--- config.mk ---
export PLATFORM = sky130hd
export DESIGN_NAME = glb_proc_switch
export DESIGN_NICKNAME = d
export VERILOG_FILES = /design/src/hw/glb_pkg.sv /design/src/hw/glb_proc_switch.sv
export SDC_FILE = /design/constraint.sdc
export NUM_CORES = 1
export LEC_CHECK = 0
export BUFFER_PORTS_ARGS = -buffer_cell sky130_fd_sc_hd__clkbuf_2
export CAP_MARGIN = 20
export CORE_AREA = 2 2 304 306
export DETAILED_ROUTE_END_ITERATION = 8
export DIE_AREA = 0 0 306 308
export PLACE_DENSITY = 0.33
export SYNTH_ARGS = -nofsm -noshare
export SYNTH_HDL_FRONTEND = slang
export SYNTH_SLANG_ARGS = --single-unit
--- constraint.sdc ---
create_clock -name clk -period 3.95 [get_ports clk]
set_clock_uncertainty 0.15 [all_clocks]
set_input_delay 0 -clock clk [delete_from_list [all_inputs] [get_ports clk]]
set_output_delay 0 -clock clk [all_outputs]
set_load 0.05 [all_outputs]
--- src/hw/glb_pkg.sv ---
package glb_pkg;

    // bank geometry
    localparam int BANK_DATA_WIDTH     = 64;
    localparam int BANK_STRB_WIDTH     = BANK_DATA_WIDTH / 8;
    localparam int BANK_ADDR_WIDTH     = 8;
    localparam int BYTE_OFFSET_WIDTH   = 3;

    // global address is tile select over bank word over byte offset
    localparam int TILE_SEL_ADDR_WIDTH = 2;
    localparam int GLB_ADDR_WIDTH      = TILE_SEL_ADDR_WIDTH + BANK_ADDR_WIDTH
                                         + BYTE_OFFSET_WIDTH;

    // configuration port
    localparam int CFG_ADDR_WIDTH      = 8;
    localparam int CFG_DATA_WIDTH      = 32;
    localparam int CFG_REG_SEL_WIDTH   = 2;
    localparam int CFG_TILE_WIDTH      = CFG_ADDR_WIDTH - CFG_REG_SEL_WIDTH;

    // register indices inside one tile
    localparam int CFG_REG_STRM_START  = 0;
    localparam int CFG_REG_STRM_WORDS  = 1;

    typedef struct packed {
        logic                         wr_en;
        logic [BANK_STRB_WIDTH-1:0]   wr_strb;
        logic [GLB_ADDR_WIDTH-1:0]    wr_addr;
        logic [BANK_DATA_WIDTH-1:0]   wr_data;
    } proc_wr_t;

    typedef struct packed {
        logic                         rd_en;
        logic [GLB_ADDR_WIDTH-1:0]    rd_addr;
    } proc_rd_req_t;

    // shared by processor and cfg responses
    typedef struct packed {
        logic [BANK_DATA_WIDTH-1:0]   rd_data;
        logic                         rd_data_valid;
    } rd_rsp_t;

    typedef struct packed {
        logic                         wr_en;
        logic [BANK_STRB_WIDTH-1:0]   wr_strb;
        logic [BANK_ADDR_WIDTH-1:0]   wr_addr;
        logic [BANK_DATA_WIDTH-1:0]   wr_data;
    } bank_wr_t;

    typedef struct packed {
        logic                         rd_en;
        logic [BANK_ADDR_WIDTH-1:0]   rd_addr;
    } bank_rd_t;

    typedef struct packed {
        logic                         wr_en;
        logic [CFG_ADDR_WIDTH-1:0]    wr_addr;
        logic [CFG_DATA_WIDTH-1:0]    wr_data;
    } cfg_wr_t;

    typedef struct packed {
        logic                         rd_en;
        logic [CFG_ADDR_WIDTH-1:0]    rd_addr;
    } cfg_rd_req_t;

    // one bank word toward the fabric
    typedef struct packed {
        logic [BANK_DATA_WIDTH-1:0]   data;
        logic                         valid;
    } strm_word_t;

endpackage

--- src/hw/glb_proc_switch.sv ---
`timescale 1ns/1ps

module glb_proc_switch #(
    parameter int NUM_GLB_TILES = 4
) (
    input  logic                                  clk,
    input  logic                                  rst_n,

    // processor side
    input  glb_pkg::proc_wr_t                     proc_wr,
    input  glb_pkg::proc_rd_req_t                 proc_rd_req,
    output glb_pkg::rd_rsp_t                      proc_rd_rsp,

    // bank side
    output glb_pkg::bank_wr_t [NUM_GLB_TILES-1:0] bank_wr,
    output glb_pkg::bank_rd_t [NUM_GLB_TILES-1:0] bank_rd,
    input  glb_pkg::rd_rsp_t  [NUM_GLB_TILES-1:0] bank_rd_rsp
);

    import glb_pkg::*;

    logic [TILE_SEL_ADDR_WIDTH-1:0] wr_tile;
    logic [TILE_SEL_ADDR_WIDTH-1:0] rd_tile;

    // first stage of the outstanding read
    logic                           rd_pend_valid;
    logic [TILE_SEL_ADDR_WIDTH-1:0] rd_pend_tile;

    // second stage, the registered response
    logic [BANK_DATA_WIDTH-1:0]     rsp_mux;
    logic [BANK_DATA_WIDTH-1:0]     rsp_data;
    logic                           rsp_valid;

    assign wr_tile = proc_wr.wr_addr[GLB_ADDR_WIDTH-1 -: TILE_SEL_ADDR_WIDTH];
    assign rd_tile = proc_rd_req.rd_addr[GLB_ADDR_WIDTH-1 -: TILE_SEL_ADDR_WIDTH];

    // steer enables, tiles past the build get nothing
    always_comb begin
        for (int t = 0; t < NUM_GLB_TILES; t++) begin
            bank_wr[t].wr_en   = proc_wr.wr_en && (wr_tile == TILE_SEL_ADDR_WIDTH'(t));
            bank_wr[t].wr_strb = proc_wr.wr_strb;
            bank_wr[t].wr_addr = proc_wr.wr_addr[BYTE_OFFSET_WIDTH +: BANK_ADDR_WIDTH];
            bank_wr[t].wr_data = proc_wr.wr_data;

            bank_rd[t].rd_en   = proc_rd_req.rd_en && (rd_tile == TILE_SEL_ADDR_WIDTH'(t));
            bank_rd[t].rd_addr = proc_rd_req.rd_addr[BYTE_OFFSET_WIDTH +: BANK_ADDR_WIDTH];
        end
    end

    // zero unless the recorded tile answered
    always_comb begin
        rsp_mux = '0;
        for (int t = 0; t < NUM_GLB_TILES; t++) begin
            if (bank_rd_rsp[t].rd_data_valid
                && (rd_pend_tile == TILE_SEL_ADDR_WIDTH'(t))) begin
                rsp_mux = bank_rd_rsp[t].rd_data;
            end
        end
    end

    always_ff @(posedge clk) begin
        if (!rst_n) begin
            rd_pend_valid <= 1'b0;
            rsp_valid     <= 1'b0;
        end else begin
            rd_pend_valid <= proc_rd_req.rd_en;
            rsp_valid     <= rd_pend_valid;
        end
    end

    always_ff @(posedge clk) begin
        rd_pend_tile <= rd_tile;
        rsp_data     <= rsp_mux;
    end

    assign proc_rd_rsp = '{rd_data: rsp_data, rd_data_valid: rsp_valid};

endmodule

Yosys cells after proc, flatten, opt, wreduce, memory -nomap -nowiden
Index checks and enable logic that the tools add are counted.
{"block": "totals", "word_cells": 32, "reg_bits": 68, "in_bits": 362, "output_inout_bits": 425}
{"block": "classes", "eq_ne": 9, "reduce_logical": 15, "mux": 4}
{"operator": "$mux 64", "n": 4}
{"operator": "$eq 2x2->1 const B", "n": 6}
{"operator": "$logic_and 1x1->1", "n": 12}
{"operator": "$eq 2x1->1 const B", "n": 3}
{"operator": "$logic_not 2->1", "n": 3}

Logic depth before layout (Yosys ltp)
{"block": "depth", "ltp_word": 6, "depth_mapped": 5, "mapped_depth_nobuf": 3}

Least setup slack after synthesis
No wires, ideal clock.
{"block": "synth_path", "path_type": "input to output", "from": "input proc_rd_req[11] in the netlist's numbering", "to": "output bank_rd[8] in the netlist's numbering", "cell_stages": 1, "path_buffers": 0, "arrival_ns": 1.158, "required_time_ns": 3.800, "slack_ns": 2.642, "path_cell_list": "nor3b_1"}
{"block": "synth_between", "elab_chain_len": 2}
{"item": "start, declared", "line_no": "glb_proc_switch.sv:11", "source": "input glb_pkg::proc_rd_req_t proc_rd_req,"}
{"item": "$logic_not 2->1", "line_no": "glb_proc_switch.sv:45", "source": "bank_rd[t].rd_en = proc_rd_req.rd_en && (rd_tile == TILE_SEL_ADDR_WIDTH'(t));"}
{"item": "$logic_and 1x1->1", "line_no": "glb_proc_switch.sv:45"}
{"item": "end, declared", "line_no": "glb_proc_switch.sv:16", "source": "output glb_pkg::bank_rd_t [NUM_GLB_TILES-1:0] bank_rd,"}
No other way between the ends.

Worst setup path in the final report
{"block": "layout_path", "from": "register rd_pend_tile[0]", "to": "register rsp_data[52]"}
{"block": "layout_between", "elab_chain_len": 6, "word_cells_on_any_way": 12, "cone_classes": "3 x eq/ne; 4 x mux; 5 x reduce/logical"}
{"item": "start, declared", "line_no": "glb_proc_switch.sv:27", "source": "logic [TILE_SEL_ADDR_WIDTH-1:0] rd_pend_tile;"}
{"item": "start signal, assigned", "line_no": "glb_proc_switch.sv:72", "source": "rd_pend_tile <= rd_tile;"}
{"item": "$logic_not 2->1", "line_no": "glb_proc_switch.sv:55", "source": "&& (rd_pend_tile == TILE_SEL_ADDR_WIDTH'(t))) begin"}
{"item": "$logic_and 1x1->1", "line_no": "glb_proc_switch.sv:55"}
{"item": "$mux 64 (3 in a row)", "line_no": "glb_proc_switch.sv:54", "source": "if (bank_rd_rsp[t].rd_data_valid"}
{"item": "$mux 64 (*)", "line_no": "glb_proc_switch.sv:54"}
{"item": "net rsp_mux[52]", "line_no": "glb_proc_switch.sv:30", "source": "logic [BANK_DATA_WIDTH-1:0] rsp_mux;"}
{"item": "end signal, assigned", "line_no": "glb_proc_switch.sv:73", "source": "rsp_data <= rsp_mux;"}
{"item": "end, declared", "line_no": "glb_proc_switch.sv:31", "source": "logic [BANK_DATA_WIDTH-1:0] rsp_data;"}
The timed path passes the listed nets; every way through them passes the cells marked *.
A chain may end at the register's enable or synchronous reset.

==> results_dict.tcl <==
set metrics [dict create \
    status "finished, final reports clean" \
    crit_path_end_kind "flop" \
    htreeDepth 3 \
    rsz0062_at_grt "no" \
    die_h_um 308 \
    finalSetupViolations 0 \
    layout_min_cycle_time_ns 2.979 \
    drive_gt1_share_pct 49.51 \
    tns_ns 0 \
    required_ns 4.07 \
    crit_chain "nand2b_4, a21bo_2, buf_4, a32oi_1, dlygate4sd3_1" \
    synth_fp_nets 1111 \
    cp-start-kind "flop" \
    numCtsBuffers 9 \
    final_core_util_pct 10.81 \
    wirelength_um 32860 \
    grt_max_degree 65 \
    worstPathArrival_ns 3.10 \
    max-cap-violations 0 \
    avgSynthCellArea_um2 8.043 \
    holdCritPathClass "in2out" \
    die_area_mm2 0.09425 \
    layout_common_cells "clkbuf_2 (340), dlygate4sd3_1 (132), nand3_1 (128)" \
    clk_pin_slew_worst_paths_ns 0.06 \
    via_count 5996 \
    cts-root-buf "clkbuf_16" \
    synth-seq-cells 68 \
    wire_per_inst_um 15.55 \
    p_per_area_mw_per_mm2 356.2 \
    tightest_slew_ns 1.036 \
    ant_nets 0 \
    drc_errors 0 \
    path_class "reg2reg" \
    place_ws_ns 1.524 \
    rr_startpoint "rd_pend_tile[0]" \
    setup_ws_ns 0.9715 \
    start_util_pct 6.623 \
    final_common_cell "clkbuf_2" \
    fillers 10490 \
    die_x_um 306 \
    clkLatencyLatePin_ns 0.38 \
    io_pins 787 \
    first_global_vias 6384 \
    cp_max_fo 64 \
    hold_viol 0 \
    synth_cell_types 20 \
    num_rows 111 \
    grt_pass1_wl_um 43880 \
    max_freq_ghz 0.3357 \
    fin_nets 1283 \
    area_growth_pct 63.26 \
    worst_r2r_endpoint "rsp_data[52]" \
    r2r_slack_ns 0.97 \
    core-area_mm2 0.09097 \
    clock_sinks 68 \
    ys_warn_count 0 \
    max_stage_delay_ns 0.68 \
    worstHoldStart "proc_wr[53]" \
    vias_per_cell 2.838 \
    p_leak_uw 0.004031 \
    r2r_cells 5 \
    cp_slowest_cell "buf_4" \
    power_uw 3504 \
    antenna_found_initial 5 \
    ir_drop_mv 0.2190 \
    drt_iter0_markers 384 \
    hold-path-cell-count 1 \
    cts_tree "done" \
    hpwl_um 25260 \
    place.gp.congestion 0.8180 \
    synthesis.area_mm2 0.006025 \
    netlist_instances 749 \
    layout_worst_path_cycle_share_pct 75.41 \
    slew_headroom_pct 30.80 \
    gr-total-overflow 0 \
    clockBufferDepth 2 \
    grt.total_usage_pct 6.643 \
    firstDrtPassIters 5 \
    seq_area_frac_synth_pct 22.60 \
    slew_viol_final 0 \
    port_buffers 340 \
    min_to "bank_wr[134]" \
]
==> worst max path at each step <==
| stage | endpoint | cells after the start | start | slack (ns) |
|---|---|---|---|---|
| finish | rsp_data[52] | 5 | rd_pend_tile[0] | 0.97 |
| global route | rsp_data[52] | 5 | rd_pend_tile[0] | 0.83 |
| CTS | rsp_data[8] | 5 | rd_pend_tile[0] | 1.01 |
| detailed placement | rsp_data[8] | 4 | rd_pend_tile[0] | 1.52 |
| global placement | rsp_data[8] | 4 | rd_pend_tile[0] | 1.56 |
| floorplan | bank_rd[8] | 1 | proc_rd_req[11] | 2.64 |
==> through the flow <==
step	area, um^2	cells	hold slack, ns
3_5_place_dp	6365	1876	-0.1492
3_3_place_gp	6365	1876	-0.1492
6_report	9836	2113	0.02885
4_1_cts	9831	2111	0.03128
2_1_floorplan	6025	749	-0.1223
5_1_grt	9836	2113	0.03227
==> per-layer routing <==
layer / track usage, % / up-vias / wire [um]
li1: - / 2659 / -
met1: 5.852 / 2719 / 10380
met2: 11.66 / 527 / 16290
met5: 0 / - / 13
met4: 5.602 / 2 / 2538
met3: 2.934 / 89 / 3639
==> registers in the layout, summed over array words and instances (netlist names) <==
signal / cells
rd_pend_tile: 2
rd_pend_valid: 1
rsp_data: 64
rsp_valid: 1
==> area by class of cell <==
cell class	instances	area [um^2]	share of cell area, %
Timing Repair Buffer	569	4945	50.27
Multi-Input combinational cell	273	1724	17.53
Tap cell	1186	1484	15.09
Sequential cell	68	1363	13.85
Clock buffer	9	225.2	2.290
Clock inverter	6	90.09	0.9159
Antenna cell	2	5.005	0.05088
==> cells in the mapped netlist <==
cell type | n | share of area, %
a32oi_1 | 64 | 9.3
clkbuf_1 | 25 | 1.6
nor2_1 | 2 | 0.12
nor3b_1 | 2 | 0.25
and3_1 | 2 | 0.21
nand3_1 | 128 | 11
buf_2 | 10 | 0.83
nor2_4 | 1 | 0.19
o22ai_1 | 64 | 6.6
and2b_1 | 1 | 0.12
clkbuf_2 | 2 | 0.17
and3b_1 | 2 | 0.29
nand2b_1 | 1 | 0.10
nand2_1 | 3 | 0.19
buf_1 | 4 | 0.25
a21bo_1 | 1 | 0.17
and2_1 | 2 | 0.21
dfxtp_1 | 68 | 23
buf_4 | 360 | 45
buf_6 | 7 | 1.3
==> cell families (layout without fill, tap and decap cells) <==
logic type / after synthesis / in the layout / synth area share (%)
buffers and inverters: 408 / 584 / 48.97
AND/OR/NAND/NOR: 144 / 144 / 12.32
flip-flops: 68 / 68 / 22.60
AO/OA/AOI/OAI: 129 / 129 / 16.12
other: 0 / 2 / 0
==> report_power, final <==
part / internal [uW] / total (uW) / switching [uW]
clock network: 550 / 932 / 383
logic: 523 / 1790 / 1270
registers: 753 / 780 / 26.9
total: 1830 / 3500 / 1680
==> what timing repair did <==
| action | 4_1_cts | 5_1_grt |
|---|---|---|
| hold buffers | 220 | 0 |
| buffers inserted | 0 | 0 |
| gates resized for setup | 0 | 0 |
| hold endpoints to repair | 420 | 0 |
==> worst max-delay path: cells and delay by family (launching register included) <==
kind	cells	cell delay (ns)
DFF	1	0.43
AOI/OAI and AO/OA	2	0.43
buffers and inverters	2	1.30
and+or+nand+nor	1	0.47
No activity file was read; power rests on OpenSTA's default activity.
