===== config.mk =====
export PLATFORM = sky130hd
export DESIGN_NAME = glb_strm_ctrl
export DESIGN_NICKNAME = d
export VERILOG_FILES = /design/src/hw/glb_pkg.sv /design/src/hw/glb_strm_ctrl.sv
export SDC_FILE = /design/constraint.sdc
export NUM_CORES = 1
export LEC_CHECK = 0
export BUFFER_PORTS_ARGS = -buffer_cell sky130_fd_sc_hd__clkbuf_2
export CAP_MARGIN = 20
export CORE_AREA = 8 8 257 259
export CTS_CLUSTER_DIAMETER = 150
export DETAILED_ROUTE_END_ITERATION = 8
export DIE_AREA = 0 0 265 267
export PLACE_DENSITY = 0.66
export REMOVE_ABC_BUFFERS = 1
export SLEW_MARGIN = 5
export SYNTH_ARGS = -nofsm -noshare
export SYNTH_HDL_FRONTEND = slang
export SYNTH_SLANG_ARGS = --single-unit

===== constraint.sdc =====
create_clock -name clk -period 4.5 [get_ports clk]
set_clock_uncertainty 0.15 [all_clocks]
set_input_delay 0.675 -clock clk [delete_from_list [all_inputs] [get_ports clk]]
set_output_delay 0.675 -clock clk [all_outputs]
set_load 0.005 [all_outputs]

===== src/hw/glb_pkg.sv =====
package glb_pkg;

    // bank geometry
    localparam int BANK_DATA_WIDTH     = 64;
    localparam int BANK_STRB_WIDTH     = BANK_DATA_WIDTH / 8;
    localparam int BANK_ADDR_WIDTH     = 8;
    localparam int BYTE_OFFSET_WIDTH   = 3;

    // global address is tile select over bank word over byte offset
    localparam int TILE_SEL_ADDR_WIDTH = 2;
    localparam int GLB_ADDR_WIDTH      = TILE_SEL_ADDR_WIDTH + BANK_ADDR_WIDTH
                                         + BYTE_OFFSET_WIDTH;

    // configuration port
    localparam int CFG_ADDR_WIDTH      = 8;
    localparam int CFG_DATA_WIDTH      = 32;
    localparam int CFG_REG_SEL_WIDTH   = 2;
    localparam int CFG_TILE_WIDTH      = CFG_ADDR_WIDTH - CFG_REG_SEL_WIDTH;

    // register indices inside one tile
    localparam int CFG_REG_STRM_START  = 0;
    localparam int CFG_REG_STRM_WORDS  = 1;

    typedef struct packed {
        logic                         wr_en;
        logic [BANK_STRB_WIDTH-1:0]   wr_strb;
        logic [GLB_ADDR_WIDTH-1:0]    wr_addr;
        logic [BANK_DATA_WIDTH-1:0]   wr_data;
    } proc_wr_t;

    typedef struct packed {
        logic                         rd_en;
        logic [GLB_ADDR_WIDTH-1:0]    rd_addr;
    } proc_rd_req_t;

    // shared by processor and cfg responses
    typedef struct packed {
        logic [BANK_DATA_WIDTH-1:0]   rd_data;
        logic                         rd_data_valid;
    } rd_rsp_t;

    typedef struct packed {
        logic                         wr_en;
        logic [BANK_STRB_WIDTH-1:0]   wr_strb;
        logic [BANK_ADDR_WIDTH-1:0]   wr_addr;
        logic [BANK_DATA_WIDTH-1:0]   wr_data;
    } bank_wr_t;

    typedef struct packed {
        logic                         rd_en;
        logic [BANK_ADDR_WIDTH-1:0]   rd_addr;
    } bank_rd_t;

    typedef struct packed {
        logic                         wr_en;
        logic [CFG_ADDR_WIDTH-1:0]    wr_addr;
        logic [CFG_DATA_WIDTH-1:0]    wr_data;
    } cfg_wr_t;

    typedef struct packed {
        logic                         rd_en;
        logic [CFG_ADDR_WIDTH-1:0]    rd_addr;
    } cfg_rd_req_t;

    // one bank word toward the fabric
    typedef struct packed {
        logic [BANK_DATA_WIDTH-1:0]   data;
        logic                         valid;
    } strm_word_t;

endpackage


===== src/hw/glb_strm_ctrl.sv =====
`timescale 1ns/1ps

module glb_strm_ctrl #(
    parameter int NUM_GLB_TILES = 4
) (
    input  logic                                                 clk,
    input  logic                                                 rst_n,

    // configuration port
    input  glb_pkg::cfg_wr_t                                     if_cfg_wr,
    input  glb_pkg::cfg_rd_req_t                                 if_cfg_rd_req,
    output glb_pkg::rd_rsp_t                                     if_cfg_rd_rsp,

    // control pulses
    input  logic [NUM_GLB_TILES-1:0]                             strm_start_pulse,
    output logic [NUM_GLB_TILES-1:0]                             strm_g2f_interrupt_pulse,

    // bank stream ports
    output glb_pkg::bank_rd_t [NUM_GLB_TILES-1:0]                strm_rd,
    input  logic [NUM_GLB_TILES-1:0][glb_pkg::BANK_DATA_WIDTH-1:0] strm_rd_data,

    // toward the fabric
    output glb_pkg::strm_word_t [NUM_GLB_TILES-1:0]              stream_g2f
);

    import glb_pkg::*;

    // per-tile registers
    logic [NUM_GLB_TILES-1:0][CFG_DATA_WIDTH-1:0] cfg_strm_start;
    logic [NUM_GLB_TILES-1:0][CFG_DATA_WIDTH-1:0] cfg_strm_words;

    // cfg address split
    logic [CFG_TILE_WIDTH-1:0]    wr_tile;
    logic [CFG_REG_SEL_WIDTH-1:0] wr_reg;
    logic [CFG_TILE_WIDTH-1:0]    rd_tile;
    logic [CFG_REG_SEL_WIDTH-1:0] rd_reg;

    // read response
    logic [CFG_DATA_WIDTH-1:0]    rd_word;
    logic [CFG_DATA_WIDTH-1:0]    cfg_rd_data;
    logic                         cfg_rd_valid;

    assign wr_tile = if_cfg_wr.wr_addr[CFG_ADDR_WIDTH-1:CFG_REG_SEL_WIDTH];
    assign wr_reg  = if_cfg_wr.wr_addr[CFG_REG_SEL_WIDTH-1:0];
    assign rd_tile = if_cfg_rd_req.rd_addr[CFG_ADDR_WIDTH-1:CFG_REG_SEL_WIDTH];
    assign rd_reg  = if_cfg_rd_req.rd_addr[CFG_REG_SEL_WIDTH-1:0];

    // register writes to tiles beyond the build are dropped
    always_ff @(posedge clk) begin
        if (!rst_n) begin
            cfg_strm_start <= '0;
            cfg_strm_words <= '0;
        end else if (if_cfg_wr.wr_en) begin
            for (int t = 0; t < NUM_GLB_TILES; t++) begin
                if (wr_tile == CFG_TILE_WIDTH'(t)) begin
                    if (wr_reg == CFG_REG_SEL_WIDTH'(CFG_REG_STRM_START)) begin
                        cfg_strm_start[t] <= if_cfg_wr.wr_data;
                    end
                    if (wr_reg == CFG_REG_SEL_WIDTH'(CFG_REG_STRM_WORDS)) begin
                        cfg_strm_words[t] <= if_cfg_wr.wr_data;
                    end
                end
            end
        end
    end

    // unmapped register or tile reads zero
    always_comb begin
        rd_word = '0;
        for (int t = 0; t < NUM_GLB_TILES; t++) begin
            if (rd_tile == CFG_TILE_WIDTH'(t)) begin
                if (rd_reg == CFG_REG_SEL_WIDTH'(CFG_REG_STRM_START)) begin
                    rd_word = cfg_strm_start[t];
                end else if (rd_reg == CFG_REG_SEL_WIDTH'(CFG_REG_STRM_WORDS)) begin
                    rd_word = cfg_strm_words[t];
                end
            end
        end
    end

    always_ff @(posedge clk) begin
        if (!rst_n) begin
            cfg_rd_valid <= 1'b0;
        end else begin
            cfg_rd_valid <= if_cfg_rd_req.rd_en;
        end
    end

    always_ff @(posedge clk) begin
        if (if_cfg_rd_req.rd_en) begin
            cfg_rd_data <= rd_word;
        end
    end

    assign if_cfg_rd_rsp = '{rd_data:       BANK_DATA_WIDTH'(cfg_rd_data),
                             rd_data_valid: cfg_rd_valid};

    // one address sequencer per tile
    for (genvar t = 0; t < NUM_GLB_TILES; t++) begin : g_seq
        logic                       strm_active;
        logic [BANK_ADDR_WIDTH-1:0] strm_addr;
        logic [CFG_DATA_WIDTH-1:0]  strm_left;
        logic                       strm_kick;
        logic                       strm_last;
        logic                       issue_d;
        logic                       last_d;
        logic                       irq;

        // a pulse while words are still going out or with zero words does nothing
        assign strm_kick = strm_start_pulse[t] && !strm_active && !issue_d
                           && (cfg_strm_words[t] != '0);
        assign strm_last = strm_active && (strm_left == CFG_DATA_WIDTH'(1));

        always_ff @(posedge clk) begin
            if (!rst_n) begin
                strm_active <= 1'b0;
                strm_left   <= '0;
                issue_d     <= 1'b0;
                last_d      <= 1'b0;
                irq         <= 1'b0;
            end else begin
                // bank latency is one cycle
                issue_d <= strm_active;
                last_d  <= strm_last;
                irq     <= last_d;
                if (strm_kick) begin
                    strm_active <= 1'b1;
                    strm_left   <= cfg_strm_words[t];
                end else if (strm_active) begin
                    strm_left <= strm_left - 1'b1;
                    if (strm_last) begin
                        strm_active <= 1'b0;
                    end
                end
            end
        end

        // word address wraps at the end of the bank
        always_ff @(posedge clk) begin
            if (strm_kick) begin
                strm_addr <= cfg_strm_start[t][BANK_ADDR_WIDTH-1:0];
            end else if (strm_active) begin
                strm_addr <= strm_addr + 1'b1;
            end
        end

        assign strm_rd[t]    = '{rd_en: strm_active, rd_addr: strm_addr};
        assign stream_g2f[t] = '{data: strm_rd_data[t], valid: issue_d};
        assign strm_g2f_interrupt_pulse[t] = irq;
    end

endmodule


# Word-level counts from Yosys, hierarchy flattened
# Cells that the tools add are included.
[word_totals]
register_bits = 465
in_bits = 312
[op_classes]
n_reduce_logical = 44
eq_ne = 12
addsub = 8
mux = 40
[ops]
columns = ["operator", "n"]
rows = [
  ["32-bit two-way mux", 20],
  ["32-bit by 1-bit equality test with 1-bit output, second input constant", 4],
  ["32-bit nonzero test", 4],
  ["32-bit by 1-bit subtractor with 32-bit output, second input constant", 4],
  ["8-bit two-way mux", 8],
  ["8-bit by 1-bit adder with 8-bit output, second input constant", 4],
  ["6-bit by 2-bit equality test with 1-bit output, second input constant", 4],
  ["3-bit AND reduction", 8],
  ["1-bit logical AND", 16],
  ["6-bit by 1-bit equality test with 1-bit output, second input constant", 2],
  ["6-bit zero test", 2],
  ["1-bit two-way mux", 12],
  ["1-bit zero test", 8],
  ["2-bit nonzero test", 4],
  ["2-bit by 1-bit equality test with 1-bit output, second input constant", 2],
  ["2-bit zero test", 2],
]

# Depth between registers and ports, before layout
[logic_depth]
word_depth = 13
depth_mapped = 8
mapped_depth_nobuf = 7

# Least setup slack after synthesis
# No wires, ideal clock.
[synth_path]
path_kind = "in2reg"
start = "in if_cfg_rd_req[2] (netlist bit)"
end = "reg cfg_rd_data[23] (data pin)"
path_buffers = 3
setup_slack_ns = 1.699
cell_stages = 6
t_required_ns = 4.084
setup_ns = 0.266
t_arrival_ns = 2.385
cell_sequence = "clkbuf_1 buf_1 clkbuf_1 mux4_2 mux2i_1 nor2_1"
[synth_via]
elab_chain_len = 11
word_cells_on_any_way = 14
[synth_lines]
columns = ["item", "line_no", "text"]
rows = [
  ["start, declared", "glb_strm_ctrl.sv:11", "input glb_pkg::cfg_rd_req_t if_cfg_rd_req,"],
  ["6-bit zero test", "glb_strm_ctrl.sv:71", "if (rd_tile == CFG_TILE_WIDTH'(t)) begin"],
  ["32-bit two-way mux", "glb_strm_ctrl.sv:71", ""],
  ["32-bit two-way mux", "glb_strm_ctrl.sv:74", "end else if (rd_reg == CFG_REG_SEL_WIDTH'(CFG_REG_STRM_WORDS)) begin"],
  ["32-bit two-way mux", "glb_strm_ctrl.sv:72", "if (rd_reg == CFG_REG_SEL_WIDTH'(CFG_REG_STRM_START)) begin"],
  ["32-bit two-way mux", "glb_strm_ctrl.sv:71", ""],
  ["32-bit two-way mux", "glb_strm_ctrl.sv:74", ""],
  ["32-bit two-way mux", "glb_strm_ctrl.sv:72", ""],
  ["32-bit two-way mux", "glb_strm_ctrl.sv:71", ""],
  ["32-bit two-way mux", "glb_strm_ctrl.sv:74", ""],
  ["32-bit two-way mux", "glb_strm_ctrl.sv:72", ""],
  ["32-bit two-way mux *", "glb_strm_ctrl.sv:71", ""],
  ["net rd_word[23]", "glb_strm_ctrl.sv:39", "logic [CFG_DATA_WIDTH-1:0] rd_word;"],
  ["end signal, assigned", "glb_strm_ctrl.sv:91", "cfg_rd_data <= rd_word;"],
  ["end, declared", "glb_strm_ctrl.sv:40", "logic [CFG_DATA_WIDTH-1:0] cfg_rd_data;"],
]
# Mark *: on every way through the listed nets, which the timed path passes. The rest lies on a longest branch.
# A chain may end at the register's enable or synchronous reset.

# Worst setup path after layout
[layout_path]
start = "reg g_seq[3].strm_left[2]"
end = "reg g_seq[3].strm_left[29]"
[layout_via]
elab_chain_len = 3
[layout_lines]
columns = ["item", "line_no", "text"]
rows = [
  ["start, declared", "glb_strm_ctrl.sv:102", "logic [CFG_DATA_WIDTH-1:0] strm_left;"],
  ["start signal, assigned", "glb_strm_ctrl.sv:128", "strm_left <= cfg_strm_words[t];"],
  ["start signal, assigned", "glb_strm_ctrl.sv:130", "strm_left <= strm_left - 1'b1;"],
  ["32-bit by 1-bit subtractor with 32-bit output", "glb_strm_ctrl.sv:130", ""],
  ["32-bit two-way mux", "glb_strm_ctrl.sv:129", "end else if (strm_active) begin"],
  ["32-bit two-way mux", "glb_strm_ctrl.sv:126", "if (strm_kick) begin"],
]
# Every way passes these cells. The select of a mux whose other input is x is not followed.

==> key figures <==
Global route
  • Global route overflow: 0
  • Pin count of the biggest net entering global routing: approximately 110
  • First-pass GRT wire length: a little over 200000 um
  • Antenna violations before repair: 1
  • Total track usage: a little over two fifths
  • Vias in the first global route: around 19000

Placement
  • Post-DP Area: roughly 23000 um^2
  • Placer congestion estimate: roughly 1.3
  • Post-DP HPWL: roughly 140000 um
  • Port Buffer Count: approximately 130
  • DP Cell Count: about 3200

Final layout
  • P&R area growth vs syn: 4.50%
  • Finished Cell Area: approximately 25000 um^2
  • Fill cells: ~6100
  • Fin cells: about 3300
  • Share of layout cells above drive strength 1: approximately 14%
  • Nets: about 2800

STA
  • Final period utilization: between 60% and 70%
  • RSZ-0062 raised after global routing: no
  • Max-slew violations: 0
  • Min Tclk post-route: ~3 ns
  • Fin Hold WS: ~0.26 ns
  • Slew @ Worst Pin: 1.18 ns
  • Slew margin rel.: 20.5%
  • Final-report hold violation count: 0
  • Fmax: approximately 340 MHz
  • Final TNS setup: 0 ns
  • Setup Viol. Count Final: 0

Synth
  • Main synth FF type: dfxtp_1
  • Count leader, synth: dfxtp_1
  • Mapped Area: approximately 24000 um^2
  • Top cells by area, synth: dfxtp_1 (34%), buf_4 (9.5%), edfxtp_1 (8.1%), mux2i_1 (7.0%), nand2_1 (6.1%)
  • Synth Instances: 2667
  • Compound-Gate Fraction of Synth Area: between 10% and 20%
  • Number of warnings issued by yosys: 0
  • Fraction of the mapped netlist area in adder cells: 0.633%
  • Ys async rst share: 0%
  • Synth cell types: a little under 70
  • Yosys top cell area share: 33.9%
  • Seq/Total Area, Yosys: 42.0%
  • Xor/xnor cell area share of the yosys netlist: less than 1%
  • Post-Syn Area per Cell: around 9 um^2
  • Top post-synthesis cells by count: dfxtp_1 (401), nand2_1 (385), buf_4 (301)
  • #FFs+latches synth: approximately 470
  • Post-synthesis simple-gate area fraction: between 10% and 20%
  • EDFF count, synth: between 60 and 70
  • Largest family of logic cells by synthesized area: simple AND/OR/NAND/NOR gates
  • Cell taking the most area after synthesis: dfxtp_1
  • Mux contribution to synthesized area: about an eighth

Critical path
  • CP startpoint kind: register
  • Critical Path RT: around 4.9 ns
  • WP buf/inv: 0
  • Crit-path cells: nor4_1 -> nand4_1 -> or3_1 -> mux2i_1 -> a311o_1
  • CP peak stage delay: around 0.76 ns
  • Cell family with most CP delay: simple AND/OR/NAND/NOR gates
  • CP Class: reg2reg
  • CP max-delay cell: nor4_1
  • CP Max Fanout: 7
  • Worst Path Arrival: 3.32 ns
  • CP Capture Type: register

Clocking
  • CTS buffer count: 52
  • Clock sink count: roughly 470
  • Worst skew pair latency: between 0.6 and 0.7 ns
  • Hold Buf Count CTS: 0
  • CTS tree: yes
  • Root Driver: clkbuf_16
  • H-tree levels: 2
  • Worst-path clk slew: 0.06 ns
  • CTS resizes: 0
  • Post-CTS Setup Bufs: 0
  • Clock buffer depth: 3

Power and ir drop
  • Cell Pwr Density: 386 nW/um^2
  • Worst vdd ir: around 0.00028 V
  • P_leak: between 0.008 and 0.009 uW

Die
  • Ports: around 680
  • Starting Density: a little under two fifths
  • Die X-Extent: 265 um
  • Core Region: 62200 um^2
  • DIE HEIGHT: ~270 um
  • # rows: approximately 90
  • Die area: between 70000 and 80000 um^2

Route
  • Routed WL: about 160000 um
  • ANT nets after route: 0
  • WL/cell: 48.9 um
  • DR DRC count: 0
  • Initial DRC count: 2501
  • Vias per cell: between 6 and 7
  • Pre-antenna DRT Iters: 6
  • Vias: slightly above 20000

Flow run
  • Max Cap Violations: 0

Worst hold path
  • Worst hold path class: in2reg

Run status
  • Status: finished clean
final cells by class:
cell class,instances,area [um^2],share of cell area (%)
Multi-Input combinational cell,1727,10900,44.1
Sequential cell,465,9950,40.2
Clock buffer,76,1540,6.20
Timing Repair Buffer,175,1040,4.18
Tap cell,799,1000,4.03
Clock inverter,21,246,0.995
Inverter,23,93.8,0.379
Antenna cell,1,2.50,0.0101
cells in the final DEF, fill, tap and decap left out, types with 28 or more instances in the layout:
master,netlist,layout
dfxtp_1,401,401
nand2_1,385,385
a21oi_1,243,243
nor2_1,228,222
mux2i_1,165,165
clkbuf_2,0,131
nand3_1,87,87
edfxtp_1,64,64
mux4_2,58,58
clkbuf_16,0,55
nor4_1,52,50
nor3_1,46,46
o211ai_1,42,42
a31oi_1,41,41
buf_4,301,40
or3_1,34,34
conb_1,1,32
o311ai_0,30,30
o21ai_0,28,28
where the power goes:
group / total, uW / leakage, uW / internal [uW] / switching [uW]
Clock: 4540 / 0.000880 / 2650 / 1890
Sequential: 4310 / 0.00385 / 4260 / 54.2
Combinational: 699 / 0.00384 / 213 / 486
Total: 9560 / 0.00857 / 7120 / 2430
worst paths after layout:
check                                        endpoint                          startpoint  cells after the start  slack [ns]
setup / recovery  g_seq[3].strm_left[29]$_SDFFE_PN0P_  g_seq[3].strm_left[2]$_SDFFE_PN0P_                      5        1.54
hold / removal       cfg_strm_start[111]$_SDFFE_PN0P_                       if_cfg_wr[15]                      3        0.26
setup reg to reg  g_seq[3].strm_left[29]$_SDFFE_PN0P_  g_seq[3].strm_left[2]$_SDFFE_PN0P_                      5        1.54
hold reg to reg               g_seq[3].irq$_SDFF_PN0_          g_seq[3].last_d$_SDFF_PN0_                      1        0.28
per-stage QoR:
step | power, uW | utilization (%) | setup WS (ns)
floorplan | 4750 | - | -3.71
global placement | 5070 | 37.0 | 1.28
detailed placement | 5080 | 37.0 | 1.25
CTS | 9540 | 39.9 | 1.59
global route | 9770 | 39.9 | 1.40
finish | 9560 | 39.9 | 1.54
flip-flops by register name (all words and copies together), names as in the netlist:
register           count
cfg_strm_words       128
cfg_rd_valid           1
cfg_strm_start       128
g_seq.strm_addr       32
g_seq.strm_active      4
g_seq.strm_left      128
g_seq.irq              4
cfg_rd_data           32
g_seq.issue_d          4
g_seq.last_d           4
tightest hold or removal path: stages:
cell and delay [ns]:
clkbuf_2 0.15, nand2_1 0.08, a21oi_1 0.05
kinds of logic after synthesis:
logic type,count (synthesis)
AO/OA/AOI/OAI,485
XOR/XNOR,25
adder cells (fa/ha/maj),12
buffers and inverters,506
flip-flops,465
multiplexers,227
other,1
AND/OR/NAND/NOR,946
routing by layer:
metal | part of all wire [%] | wire, um | track usage [%] | vias to the layer above
met5 | 0.94 | 1510 | 16.8 | -
met4 | 12 | 19800 | 43.5 | 34
met3 | 21 | 34200 | 41.1 | 365
met2 | 41 | 65700 | 62.9 | 1611
met1 | 25 | 39600 | 32.4 | 9924
li1 | - | - | - | 8735
Power figures use the tool's default switching activity.
